File: config.mk
export PLATFORM = sky130hd
export DESIGN_NAME = mpmc_top
export DESIGN_NICKNAME = d
export VERILOG_FILES = /design/src/source/mpmc_pkg.sv /design/src/source/mpmc_app_en_gen.sv /design/src/source/mpmc_req_decode.sv /design/src/source/mpmc_state_machine.sv /design/src/source/mpmc_read_collect.sv /design/src/source/mpmc_top.sv
export SDC_FILE = /design/constraint.sdc
export NUM_CORES = 1
export LEC_CHECK = 0
export ABC_CLOCK_PERIOD_IN_PS = 5950
export BUFFER_PORTS_ARGS = -buffer_cell sky130_fd_sc_hd__buf_2
export CAP_MARGIN = 20
export CORE_MARGIN = 4
export CORE_UTILIZATION = 31
export DETAILED_ROUTE_END_ITERATION = 7
export SLEW_MARGIN = 20
export SYNTH_ARGS = -nofsm -noshare
export SYNTH_HDL_FRONTEND = slang
export SYNTH_SLANG_ARGS = --single-unit
export TNS_END_PERCENT = 50
File: constraint.sdc
create_clock -name clk -period 5.95 [get_ports clk]
set_input_delay 0.2975 -clock clk [delete_from_list [all_inputs] [get_ports clk]]
set_output_delay 0.2975 -clock clk [all_outputs]
set_load 0.05 [all_outputs]
File: src/source/mpmc_pkg.sv
package mpmc_pkg;

	// ==================================================
	// Widths that carry a meaning
	// ==================================================

	// Byte address on the app port of the memory core
	typedef logic [27:0] app_addr_t;

	// One strip is the unit moved by a single app command
	typedef logic [127:0] strip_data_t;

	// Strip count or strip index, a value n stands for n+1 strips
	typedef logic [5:0] strip_cnt_t;

	// Bytes covered by one strip, used for alignment and address stepping
	localparam int STRIP_BYTES = 16;

	// ==================================================
	// Controller states
	// ==================================================

	// Writes pass through WRITE_DATA0..2 and reads through READ_DATA0, READ_DATA1
	// and READ_WAIT before both return to IDLE
	typedef enum logic [2:0] {
		IDLE        = 3'd0,
		WRITE_DATA0 = 3'd1,
		WRITE_DATA1 = 3'd2,
		WRITE_DATA2 = 3'd3,
		READ_DATA0  = 3'd4,
		READ_DATA1  = 3'd5,
		READ_WAIT   = 3'd6
	} mpmc_state_t;

	// ==================================================
	// Request and command records
	// ==================================================

	// Request as the host presents it together with the req strobe
	typedef struct packed {
		logic        we;
		app_addr_t   adr;
		strip_cnt_t  num_strips;
		strip_data_t wdata;
	} host_req_t;

	// Checked command handed from decode to the execute stage
	// The address is strip aligned and a write always covers a single strip
	typedef struct packed {
		logic        we;
		app_addr_t   adr;
		strip_cnt_t  num_strips;
		strip_data_t wdata;
	} mpmc_cmd_t;

endpackage

File: src/source/mpmc_app_en_gen.sv
module mpmc_app_en_gen (
	input  logic                 clk,
	input  logic                 rst,
	input  mpmc_pkg::mpmc_state_t state,
	input  logic                 rdy,
	input  mpmc_pkg::strip_cnt_t strip_cnt,
	input  mpmc_pkg::strip_cnt_t num_strips,
	output logic                 en
);
	import mpmc_pkg::*;

	logic en_q;
	logic issue_state;

	// The core only latches a command on a cycle where app_rdy is high,
	// so the enable stays up and the command is retried until then
	always_ff @(posedge clk) begin
		if (rst) begin
			en_q <= 1'b0;
		end else begin
			case (state)
				WRITE_DATA1:
					en_q <= 1'b1;
				WRITE_DATA2:
					if (rdy)
						en_q <= 1'b0;
				READ_DATA0:
					en_q <= 1'b1;
				// Keep issuing until the last strip has been taken
				READ_DATA1:
					en_q <= !(rdy && strip_cnt == num_strips);
				default:
					en_q <= 1'b0;
			endcase
		end
	end

	// Only these two states put commands on the app port
	assign issue_state = (state == WRITE_DATA2) || (state == READ_DATA1);

	// The register drops on the edge that closes the accepting cycle,
	// the state mask keeps a stray command off the port on any other state
	assign en = en_q && issue_state;

	// The register is already clear whenever the FSM sits outside the issuing states
	assert property (@(posedge clk) disable iff (rst) !issue_state |-> !en_q);

endmodule

File: src/source/mpmc_req_decode.sv
module mpmc_req_decode #(
	parameter int unsigned MEM_STRIPS = 2**20
) (
	input  logic                clk,
	input  logic                rst,
	input  logic                req,
	input  mpmc_pkg::host_req_t req_in,
	input  logic                cmd_take,
	output mpmc_pkg::mpmc_cmd_t cmd,
	output logic                cmd_valid,
	output logic                err
);
	import mpmc_pkg::*;

	// Address bits that select a byte inside one strip
	localparam int OFS_BITS = $clog2(STRIP_BYTES);

	// Strip index with one spare bit, so the end of a long read cannot wrap
	localparam int IDX_W = $bits(app_addr_t) - OFS_BITS + 1;

	app_addr_t        adr_aligned;
	logic [IDX_W-1:0] last_strip;
	logic             out_of_range;

	// ==================================================
	// Request check
	// ==================================================

	always_comb begin
		// Byte offset bits inside a strip are simply dropped
		adr_aligned = req_in.adr & ~app_addr_t'(STRIP_BYTES - 1);
		// Index of the last strip that the request would touch
		last_strip = IDX_W'(req_in.adr >> OFS_BITS) + IDX_W'(req_in.num_strips);
		// Only reads can run past the end, a write covers one strip
		out_of_range = !req_in.we && (last_strip >= IDX_W'(MEM_STRIPS));
	end

	// ==================================================
	// Pending command
	// ==================================================

	// Both err and cmd_valid come up one cycle after the req strobe
	always_ff @(posedge clk) begin
		if (rst) begin
			cmd_valid <= 1'b0;
			err <= 1'b0;
		end else begin
			err <= req && out_of_range;
			if (req && !out_of_range)
				cmd_valid <= 1'b1;
			else if (cmd_take)
				cmd_valid <= 1'b0;
		end
	end

	// The command fields stay put until the next request, which the host
	// cannot give before busy drops
	always_ff @(posedge clk) begin
		if (req) begin
			cmd.we <= req_in.we;
			cmd.adr <= adr_aligned;
			cmd.num_strips <= req_in.we ? '0 : req_in.num_strips;
			cmd.wdata <= req_in.wdata;
		end
	end

	// The host keeps to busy, and busy covers the whole time a command is pending
	assert property (@(posedge clk) disable iff (rst) req |-> !cmd_valid);

endmodule

File: src/source/mpmc_state_machine.sv
module mpmc_state_machine (
	input  logic                  clk,
	input  logic                  rst,
	input  mpmc_pkg::mpmc_cmd_t   cmd,
	input  logic                  cmd_valid,
	input  logic                  app_rdy,
	input  logic                  app_wdf_rdy,
	input  logic                  rd_last,
	output logic                  cmd_take,
	output logic                  app_en,
	output logic [2:0]            app_cmd,
	output mpmc_pkg::app_addr_t   app_addr,
	output logic                  app_wdf_wren,
	output mpmc_pkg::strip_data_t app_wdf_data,
	output logic                  app_wdf_end,
	output logic                  start_rd,
	output mpmc_pkg::strip_cnt_t  rd_len,
	output logic                  wr_ack,
	output logic                  busy
);
	import mpmc_pkg::*;

	// Command codes of the app port
	localparam logic [2:0] APP_CMD_WR = 3'b000;
	localparam logic [2:0] APP_CMD_RD = 3'b001;

	mpmc_state_t state;
	strip_cnt_t  strip_cnt;
	strip_cnt_t  num_strips;
	logic        we;
	logic        accept;
	logic        last_rd;
	logic        wr_tail;

	// A command goes to the core on any cycle with app_en and app_rdy both high
	assign accept = app_en && app_rdy;
	// The strip now on the app port is the final one of the read
	assign last_rd = strip_cnt == num_strips;

	assign cmd_take = (state == IDLE) && cmd_valid;
	assign app_cmd = we ? APP_CMD_WR : APP_CMD_RD;
	// Write data goes out as a single beat ahead of the command
	assign app_wdf_wren = state == WRITE_DATA0;
	assign app_wdf_end = state == WRITE_DATA0;
	assign start_rd = state == READ_DATA0;
	assign rd_len = num_strips;
	assign wr_ack = (state == WRITE_DATA2) && accept;

	// The pending command and the cycle of wr_done count as busy as well
	assign busy = cmd_valid || (state != IDLE) || wr_tail;

	// ==================================================
	// Command FSM
	// ==================================================

	always_ff @(posedge clk) begin
		if (rst) begin
			state <= IDLE;
			strip_cnt <= '0;
			wr_tail <= 1'b0;
		end else begin
			wr_tail <= wr_ack;
			case (state)
				IDLE: begin
					strip_cnt <= '0;
					if (cmd_valid)
						state <= cmd.we ? WRITE_DATA0 : READ_DATA0;
				end
				// Hold the write beat until the data FIFO takes it
				WRITE_DATA0:
					if (app_wdf_rdy)
						state <= WRITE_DATA1;
				WRITE_DATA1:
					state <= WRITE_DATA2;
				WRITE_DATA2:
					if (accept)
						state <= IDLE;
				READ_DATA0:
					state <= READ_DATA1;
				// One strip per accepted command
				READ_DATA1:
					if (accept) begin
						strip_cnt <= strip_cnt + 1'b1;
						if (last_rd)
							state <= READ_WAIT;
					end
				READ_WAIT:
					if (rd_last)
						state <= IDLE;
				default:
					state <= IDLE;
			endcase
		end
	end

	// Command fields are taken over on leaving IDLE, the read address
	// then steps by one strip for every accepted command
	always_ff @(posedge clk) begin
		if (cmd_take) begin
			we <= cmd.we;
			num_strips <= cmd.num_strips;
			app_addr <= cmd.adr;
			app_wdf_data <= cmd.wdata;
		end else if (state == READ_DATA1 && accept) begin
			app_addr <= app_addr + app_addr_t'(STRIP_BYTES);
		end
	end

	mpmc_app_en_gen u_app_en_gen (
		.clk        (clk),
		.rst        (rst),
		.state      (state),
		.rdy        (app_rdy),
		.strip_cnt  (strip_cnt),
		.num_strips (num_strips),
		.en         (app_en)
	);

	assert property (@(posedge clk) disable iff (rst)
		state inside {IDLE, WRITE_DATA0, WRITE_DATA1, WRITE_DATA2,
			READ_DATA0, READ_DATA1, READ_WAIT});

endmodule

File: src/source/mpmc_read_collect.sv
module mpmc_read_collect (
	input  logic                  clk,
	input  logic                  rst,
	input  logic                  start_rd,
	input  mpmc_pkg::strip_cnt_t  rd_len,
	input  logic                  wr_ack,
	input  mpmc_pkg::strip_data_t app_rd_data,
	input  logic                  app_rd_data_valid,
	output logic                  rd_valid,
	output mpmc_pkg::strip_data_t rd_data,
	output logic                  rd_done,
	output logic                  rd_last,
	output logic                  wr_done
);
	import mpmc_pkg::*;

	// Strips still to come, minus one, as in the command
	strip_cnt_t remain;
	// A read has been started and its last strip is not back yet
	logic       active;

	// ==================================================
	// Completion tracking
	// ==================================================

	always_ff @(posedge clk) begin
		if (rst) begin
			remain <= '0;
			active <= 1'b0;
			rd_valid <= 1'b0;
			rd_done <= 1'b0;
			wr_done <= 1'b0;
		end else begin
			// A write is complete as soon as its command is accepted
			wr_done <= wr_ack;
			rd_valid <= app_rd_data_valid;
			rd_done <= 1'b0;
			if (start_rd) begin
				remain <= rd_len;
				active <= 1'b1;
			end else if (app_rd_data_valid) begin
				if (remain == '0) begin
					// The final strip goes out together with rd_done
					rd_done <= 1'b1;
					active <= 1'b0;
				end else begin
					remain <= remain - 1'b1;
				end
			end
		end
	end

	// Returned strips arrive in address order, one per valid cycle
	always_ff @(posedge clk) begin
		if (app_rd_data_valid)
			rd_data <= app_rd_data;
	end

	// The FSM leaves READ_WAIT on the same pulse the host sees
	assign rd_last = rd_done;

	// Data only come back for commands issued after start_rd
	assert property (@(posedge clk) disable iff (rst) app_rd_data_valid |-> active);

endmodule

File: src/source/mpmc_top.sv
module mpmc_top #(
	parameter int unsigned MEM_STRIPS = 2**20
) (
	input  logic                  clk,
	input  logic                  rst,
	// Host side
	input  logic                  req,
	input  mpmc_pkg::host_req_t   req_in,
	output logic                  busy,
	output logic                  err,
	output logic                  rd_valid,
	output mpmc_pkg::strip_data_t rd_data,
	output logic                  rd_done,
	output logic                  wr_done,
	// App port of the memory core
	output logic                  app_en,
	output logic [2:0]            app_cmd,
	output mpmc_pkg::app_addr_t   app_addr,
	output logic                  app_wdf_wren,
	output mpmc_pkg::strip_data_t app_wdf_data,
	output logic                  app_wdf_end,
	input  logic                  app_rdy,
	input  logic                  app_wdf_rdy,
	input  mpmc_pkg::strip_data_t app_rd_data,
	input  logic                  app_rd_data_valid
);
	import mpmc_pkg::*;

	// ==================================================
	// Stage links
	// ==================================================

	mpmc_cmd_t  cmd;
	logic       cmd_valid;
	logic       cmd_take;
	logic       start_rd;
	strip_cnt_t rd_len;
	logic       wr_ack;
	logic       rd_last;

	mpmc_req_decode #(
		.MEM_STRIPS (MEM_STRIPS)
	) u_decode (
		.clk       (clk),
		.rst       (rst),
		.req       (req),
		.req_in    (req_in),
		.cmd_take  (cmd_take),
		.cmd       (cmd),
		.cmd_valid (cmd_valid),
		.err       (err)
	);

	mpmc_state_machine u_exec (
		.clk          (clk),
		.rst          (rst),
		.cmd          (cmd),
		.cmd_valid    (cmd_valid),
		.app_rdy      (app_rdy),
		.app_wdf_rdy  (app_wdf_rdy),
		.rd_last      (rd_last),
		.cmd_take     (cmd_take),
		.app_en       (app_en),
		.app_cmd      (app_cmd),
		.app_addr     (app_addr),
		.app_wdf_wren (app_wdf_wren),
		.app_wdf_data (app_wdf_data),
		.app_wdf_end  (app_wdf_end),
		.start_rd     (start_rd),
		.rd_len       (rd_len),
		.wr_ack       (wr_ack),
		.busy         (busy)
	);

	// Result stage for both reads and writes
	mpmc_read_collect u_result (
		.clk               (clk),
		.rst               (rst),
		.start_rd          (start_rd),
		.rd_len            (rd_len),
		.wr_ack            (wr_ack),
		.app_rd_data       (app_rd_data),
		.app_rd_data_valid (app_rd_data_valid),
		.rd_valid          (rd_valid),
		.rd_data           (rd_data),
		.rd_done           (rd_done),
		.rd_last           (rd_last),
		.wr_done           (wr_done)
	);

endmodule

# == Yosys cells after proc, flatten, opt, wreduce, memory -nomap -nowiden ==
# Cells that the tools add are included.
# totals
reg_bits,471
in_bits,297
output_inout_bits,295
word_cells,88
# classes
addsub,4
n_lt_le_gt_ge,1
n_eq_ne,15
mux,21
bitwise,1
reduce_logical,27
# ops
op,count
28-bit 2-to-1 mux,2
28-bit by 5-bit adder with 28-bit output (second input constant),1
24-bit by 6-bit adder with 25-bit output,1
25-bit by 21-bit >= comparator with 1-bit output (second input constant),1
6-bit 2-to-1 mux,4
3-bit 2-to-1 mux,7
3-bit case mux with 7 select lines,1
6-bit case mux with 2 select lines,1
2-bit by 1-bit inequality test with 1-bit output (second input constant),5
3-bit equality test (second input constant),3
1-bit logical AND,9
2-bit nonzero test,4
6-bit by 1-bit adder with 6-bit output (second input constant),1
3-bit by 2-bit equality test with 1-bit output (second input constant),2
6-bit equality test,1
6-bit logical NOT,1
2-bit inequality test (second input constant),3
6-bit AND reduction,1
6-bit by 1-bit subtractor with 6-bit output (second input constant),1
1-bit 2-to-1 mux,5
2-bit AND reduction,2
3-bit by 1-bit equality test with 1-bit output (second input constant),1
1-bit logical NOT,3
3-bit logical NOT,1
other kinds (6),8

# == Longest topological paths before layout ==
# Gate-level depths: netlist (run 1).
# logic_depth
ltp_word,7
depth_mapped,8
depth_no_buf,7

# == Cells and area by module ==
# Synthesis (run 1) repeated with hierarchy kept, for this count alone.
# hier_totals
cells_unflattened,776
hier_area_um2,16007.9
# by_module_without_submodules
module,n_inst,cells_each,area_each_um2
mpmc_state_machine,1,370,6304.8
mpmc_req_decode,1,204,5203.7
mpmc_read_collect,1,185,4354.2
mpmc_app_en_gen,1,17,145.1

# == Worst setup path after synthesis (run 1) ==
# Ideal clock, no wire load.
# synth_timing
path_kind,flip-flop to flip-flop
from,register u_exec.state[2]
to,"register u_exec.app_wdf_data[0], enable pin"
setup_time_ns,0.437
arrival_ns,2.874
path_slack_ns,2.639
stages_incl_launch_ff,7
cell_sequence,dfxtp_1 -> buf_4 -> or2_1 -> nor2_1 -> and2_1 -> buf_2 -> buf_2
# synth_via
elab_chain_len,2
# synth_rtl
item,line_no,rtl
"start, declared",mpmc_state_machine.sv:27,mpmc_state_t state;
"start signal, assigned",mpmc_state_machine.sv:67,state <= cmd.we ? WRITE_DATA0 : READ_DATA0;
3-bit logical NOT,mpmc_state_machine.sv:40,assign cmd_take = (state == IDLE) && cmd_valid;
1-bit logical AND,mpmc_state_machine.sv:40,
net cmd_take,mpmc_top.sv:35,logic cmd_take;
"end signal, assigned",mpmc_state_machine.sv:103,app_wdf_data <= cmd.wdata;
"end, declared",mpmc_state_machine.sv:14,"output mpmc_pkg::strip_data_t app_wdf_data,"
# The timed path passes the listed nets, and every way through them passes these cells.
# A chain may end at the register's enable or synchronous reset.

# == Final worst setup path (run 1) ==
# layout_timing
from,register u_exec.state[0]
to,"register u_exec.app_wdf_data[107], enable pin"
# layout_via
elab_chain_len,2
# layout_rtl
item,line_no
3-bit logical NOT,mpmc_state_machine.sv:40
1-bit logical AND,mpmc_state_machine.sv:40
# Every way passes these cells.

==> results of run 1 <==
==> cells in the mapped netlist, types with 9 or more instances <==
library cell,instances,area (um2)
edfxtp_1,446,13400
ha_1,10,125
nor2b_1,9,56.3
nor2_1,25,93.8
inv_1,10,37.5
xor2_1,21,184
nor3_1,11,55.1
nand2_1,42,158
nand3_1,12,60.1
dfxtp_1,21,420
xnor2_1,17,149
o21ai_1,26,130
==> worst paths after layout <==
kind | from | end | slack [ns]
hold / removal | req_in[133] | u_decode.cmd[133]$_SDFFCE_PP0P_ | 0.05
hold reg to reg | u_decode.cmd[56]$_DFFE_PP_ | u_exec.app_wdf_data[56]$_DFFE_PP_ | 0.42
setup / recovery | u_exec.state[0]$_SDFFE_PP0P_ | u_exec.app_wdf_data[107]$_DFFE_PP_ | 3.07
setup reg to reg | u_exec.state[0]$_SDFFE_PP0P_ | u_exec.app_wdf_data[107]$_DFFE_PP_ | 3.07
==> where the power goes <==
part | internal (W) | switching (W) | total (W)
combinational | 0.000429 | 0.00108 | 0.00151
sequential | 0.00398 | 0.000144 | 0.00413
clock | 0.00162 | 0.00127 | 0.00289
==> kinds of logic (layout without fill, tap and decap cells) <==
family | count (synthesis) | count (layout) | share of synthesized area (%)
fa+ha+maj | 11 | 11 | 0.936
other cells | 1 | 13 | 0.0242
simple gates | 134 | 134 | 4.37
xor+xnor | 38 | 38 | 2.15
flops | 467 | 467 | 89.1
compound gates | 53 | 53 | 2.06
mux | 5 | 5 | 0.347
buf+inv | 32 | 973 | 1.02
==> cell type report <==
type / count / area, um2
Inverter: 12 / 45.0
Fill cell: 4073 / 25600
Antenna cell: 7 / 17.5
Tap cell: 664 / 831
Timing Repair Buffer: 870 / 5790
Sequential cell: 467 / 13800
Clock buffer: 56 / 1290
Multi-Input combinational cell: 247 / 1560
Clock inverter: 35 / 238
==> per-stage QoR <==
stage          setup WS (ns)  power (W)  util, %  instances
2_1_floorplan           2.64    0.00511        -        746
3_3_place_gp            3.07    0.00553     39.1       1978
3_5_place_dp            3.02    0.00555     39.1       1978
4_1_cts                 3.00    0.00862     48.0       2351
5_1_grt                 2.80    0.00888     48.0       2354
6_report                3.07    0.00852     48.0       2358
==> routing by layer <==
layer  wire (um)  vias to the layer above
li1            -                     4682
met1       16200                     4865
met2       22800                      453
met3        3900                       95
met4        1750                        2
met5          13                        -
==> layout by cell type (no fill, tap or decap), types with 9 or more instances in the layout <==
cell type / Yosys / layout
nand2_1: 42 / 42
inv_1: 10 / 10
clkinv_2: 0 / 10
nor3_1: 11 / 11
dfxtp_1: 21 / 21
ha_1: 10 / 10
nor2b_1: 9 / 9
clkbuf_16: 0 / 51
xor2_1: 21 / 21
xnor2_1: 17 / 17
nor2_1: 25 / 25
edfxtp_1: 446 / 446
clkinv_1: 1 / 15
dlygate4sd3_1: 0 / 282
o21ai_1: 26 / 26
nand3_1: 12 / 12
buf_2: 6 / 579
==> flip-flops by register name (all words and copies together), names as in the netlist, 3 cells and up <==
register	cells
u_decode.cmd	159
u_exec.app_addr	24
u_exec.app_wdf_data	128
u_exec.rd_len	6
u_exec.state	3
u_exec.strip_cnt	6
u_result.rd_data	128
u_result.remain	6
==> repair_timing <==
action                    4_1_cts  5_1_grt
setup buffers                   0        0
hold buffers                  282        0
hold endpoints to repair      284        0
==> impl_metrics.json, run 1 <==
{
  "status": "finished clean",
  "synth_cell_types": 51,
  "grt_usage_pct": 15.9,
  "io_pins": 592,
  "maxCapViolCount": 0,
  "wl_um": 44600,
  "fin_tns_setup_ns": 0,
  "cp_max_fo": 44,
  "fmax_ghz": 0.347,
  "ant_nets": 0,
  "grt_use_met3_pct": 5.35,
  "cp.arrival_ns": 3.07,
  "synth_edf_count": 446,
  "fin_skew_ns": 0.0215,
  "worst_pin_slew_ns": 0.997,
  "period_needed_ns": 2.88,
  "grt_overflow": 0,
  "final_area_um2": 23600,
  "cp_slowest_cell": "buf_4",
  "yosys_warnings": 0,
  "critPathCaptureType": "register",
  "synthArstFlopShare_pct": 0,
  "grt-busiest-layer": "met2",
  "cts.clk_slew.worst_paths_ns": 0.06,
  "slew_violations": 0,
  "critPathBufInv": 2,
  "die_h_um": 232,
  "fin_crit_sh_pct": 48.4,
  "drcViolationCount": 0,
  "die_area_um2": 53700,
  "cts_tree": "built",
  "cp.depth": 5,
  "hold_path_class": "input port to register",
  "worstSkewPairLatency_ns": 0.58,
  "rr_worst_depth": 5,
  "place_congestion": 0.814,
  "postCtsResizedCells": 0,
  "hold_ws_ns": 0.0452,
  "start_util_pct": 31.5,
  "rows": 81,
  "drive_above_1_share_pct": 39.7,
  "vias_per_cell": 4.28,
  "grt_antenna_before_repair": 7,
  "wl_per_cell_um": 18.9,
  "finalHoldViolations": 0,
  "required_ns": 6.15,
  "via_count": 10100,
  "firstDrtPassIters": 4,
  "cpMostUsedCell": "buf_4",
  "crit_chain": "or2_1 > nor2_1 > and2_4 > buf_4 > buf_4",
  "grt_max_degree": 80,
  "cts_max_path_buffers": 3,
  "synthCells": 741,
  "clock_sink_count": 467,
  "dp_hpwl_um": 30000,
  "syn_avg_cell_area_um2": 20.9,
  "ir_drop_mv": 0.297,
  "leakagePower_nw": 9.26,
  "io_buffers": 581,
  "path_delay_family": "buffers and inverters",
  "max_stage_delay_ns": 0.59,
  "synth_flop_cell": "edfxtp_1",
  "ys_seq_area_share_pct": 89.1,
  "hold_depth": 2,
  "cts-buffers-inserted": 50,
  "area_delta_synth_final_pct": 52.2,
  "htreeDepth": 2,
  "setup.worst_path.start_class": "register",
  "rsz0062_at_grt": "no",
  "max-slew-margin-rel_pct": 33.5,
  "ys_ff_latch": 467,
  "cts-root-buf": "clkbuf_16",
  "grt_pass1_wl_um": 65000,
  "powerDensity_nw_per_um2": 361,
  "die-width_um": 232,
  "final_nets": 1956,
  "netlist_area_um2": 15500,
  "place_area_um2": 19200,
  "grt.met1_usage_pct": 17.3,
  "met2_usage_pct": 28.3,
  "finalSetupViolCount": 0,
  "core-area_um2": 49200,
  "drt_iter0_drc": 649,
  "critPathKind": "register to register",
  "grt_pass1_vias": 10800
}
(Power assumes the default switching activity.)
==> run 2: changes to the inputs <==
--- a/config.mk
+++ b/config.mk
@@ -5,7 +5,7 @@
 export SDC_FILE = /design/constraint.sdc
 export NUM_CORES = 1
 export LEC_CHECK = 0
-export ABC_CLOCK_PERIOD_IN_PS = 5950
+export ABC_CLOCK_PERIOD_IN_PS = 2930
 export BUFFER_PORTS_ARGS = -buffer_cell sky130_fd_sc_hd__buf_2
 export CAP_MARGIN = 20
 export CORE_MARGIN = 4
==> constraint.sdc (replaced) <==
create_clock -name clk -period 2.93 [get_ports clk]
set_input_delay 0.1465 -clock clk [delete_from_list [all_inputs] [get_ports clk]]
set_output_delay 0.1465 -clock clk [all_outputs]
set_load 0.05 [all_outputs]
==> run 2 against run 1 <==
  * Design area grew 1.4%
  * First-iteration DRC count is 16% lower
  * Non-clock buffer count is 11 higher
  * Core utilization rose by 0.69 points
  * Combinational power grew 110%
  * Worst setup slack got worse by 2.5 ns
  * Sequential power is 100% higher
  * Critical endpoint is now app_wdf_wren
==> impl_metrics.json, run 2 (same netlist as run 1, synthesis figures left out) <==
{
  "status": "finished clean",
  "io_pins": 592,
  "powerDensity_nw_per_um2": 753,
  "rsz0062_at_grt": "no",
  "die-width_um": 232,
  "max-slew-margin-rel_pct": 50.4,
  "drt-met1-wl_um": 16700,
  "mostFrequentLayoutCell": "buf_2",
  "finalSetupViolCount": 0,
  "fmax_ghz": 0.421,
  "cts_max_path_buffers": 3,
  "critPathCaptureType": "primary output",
  "die_h_um": 232,
  "vias_per_cell": 4.26,
  "final_nets": 1967,
  "place_congestion": 0.815,
  "worst_pin_slew_ns": 0.743,
  "slew_violations": 0,
  "fin_crit_sh_pct": 81.1,
  "drt_iter0_drc": 548,
  "fin_tns_setup_ns": 0,
  "ant_nets": 0,
  "io_buffers": 581,
  "postCtsSetupRepairBufs": 0,
  "cts_hold_buffers": 289,
  "htreeDepth": 2,
  "grt_overflow": 0,
  "crit_chain": "nor3b_1 > buf_2",
  "layout_common_cells": "buf_2 (579), edfxtp_1 (446), dlygate4sd3_1 (289)",
  "hold_path_class": "input port to register",
  "place_ws_ns": 0.779,
  "wl_met2_um": 22700,
  "cts-buffers-inserted": 50,
  "ir_drop_mv": 0.634,
  "max_stage_delay_ns": 0.67,
  "maxCapViolCount": 0,
  "leakagePower_nw": 9.41,
  "largest_register_ffs": 159,
  "fin_skew_ns": 0.0250,
  "firstDrtPassIters": 5,
  "wl_per_cell_um": 19.1,
  "regMostFlops": "u_decode.cmd",
  "finish.utilization_pct": 48.7,
  "rows": 81,
  "grt_max_degree": 130,
  "routed-wl-met3_um": 3790,
  "grt_pass1_wl_um": 65700,
  "cts.clk_slew.worst_paths_ns": 0.06,
  "area_delta_synth_final_pct": 54.3,
  "setup.worst_path.start_class": "register",
  "cts-root-buf": "clkbuf_16",
  "via_count": 10100,
  "required_ns": 2.78,
  "grt_usage_pct": 16.1,
  "die_area_um2": 53700,
  "finalHoldViolations": 0,
  "cp_max_fo": 16,
  "cts_tree": "built",
  "dp_hpwl_um": 30300,
  "critPathKind": "register to primary output",
  "worstSkewPairLatency_ns": 0.59,
  "top_regs": "u_decode.cmd x159, u_exec.app_wdf_data x128, u_result.rd_data x128",
  "worst_slack_ns": 0.552,
  "grt_antenna_before_repair": 5,
  "clock_sink_count": 467,
  "period_needed_ns": 2.38,
  "n_fill_cell": 4035,
  "top_layer_used": "met5",
  "start_util_pct": 31.5,
  "cp.arrival_ns": 2.23,
  "drive_above_1_share_pct": 39.7,
  "cp_slowest_cell": "nor3b_1",
  "postCtsResizedCells": 0,
  "core-area_um2": 49200,
  "grt_pass1_vias": 10800,
  "wl_um": 45200,
  "drcViolationCount": 0
}
## run 2: stage by stage
step	instances	cell area, um2	power (W)	hold slack [ns]
floorplan	746	15500	0.0104	0.245
global placement	1982	19300	0.0113	0.323
detailed placement	1982	19300	0.0113	0.325
CTS	2364	23900	0.0182	0.0604
global route	2368	23900	0.0188	0.0926
finish	2368	23900	0.0180	0.0947
## run 2: metal layers
layer	vias to the layer above	GRT usage, %
li1	4699	-
met1	4822	18.2
met2	468	28.1
met3	105	5.06
met4	2	6.99
met5	-	0
## run 2: area by class of cell
type                       count  area (um2)  area share, %
clock buffer                  59        1290           5.41
inverter                      12        45.0          0.188
clock inverter                34         433           1.81
tap                          664         831           3.47
timing repair buffer         881        5940           24.8
sequential                   467       13800           57.7
antenna                        4        10.0         0.0418
multi-input combinational    247        1560           6.51
## run 2: final timing paths
| path | startpoint | to | slack (ns) | cells past startpoint |
|---|---|---|---|---|
| min | req | u_decode.cmd[101]$_DFFE_PP_ | 0.09 | 1 |
| max | u_exec.state[0]$_SDFFE_PP0P_ | app_wdf_wren | 0.55 | 2 |
| min reg2reg | u_decode.cmd[86]$_DFFE_PP_ | u_exec.app_wdf_data[86]$_DFFE_PP_ | 0.41 | 0 |
| max reg2reg | u_exec.state[0]$_SDFFE_PP0P_ | u_exec.app_wdf_data[103]$_DFFE_PP_ | 0.78 | 4 |
## run 2: critical path, delay by kind of cell, from the launching register on
family | cells | cell delay, ns
DFF | 1 | 0.59
buffers and inverters | 1 | 0.40
and+or+nand+nor | 1 | 0.67
## run 2: power breakdown
group,switching (W),internal (W)
Combinational,0.00220,0.000898
Clock,0.00264,0.00391
Sequential,0.000290,0.00808
Total,0.00513,0.0129
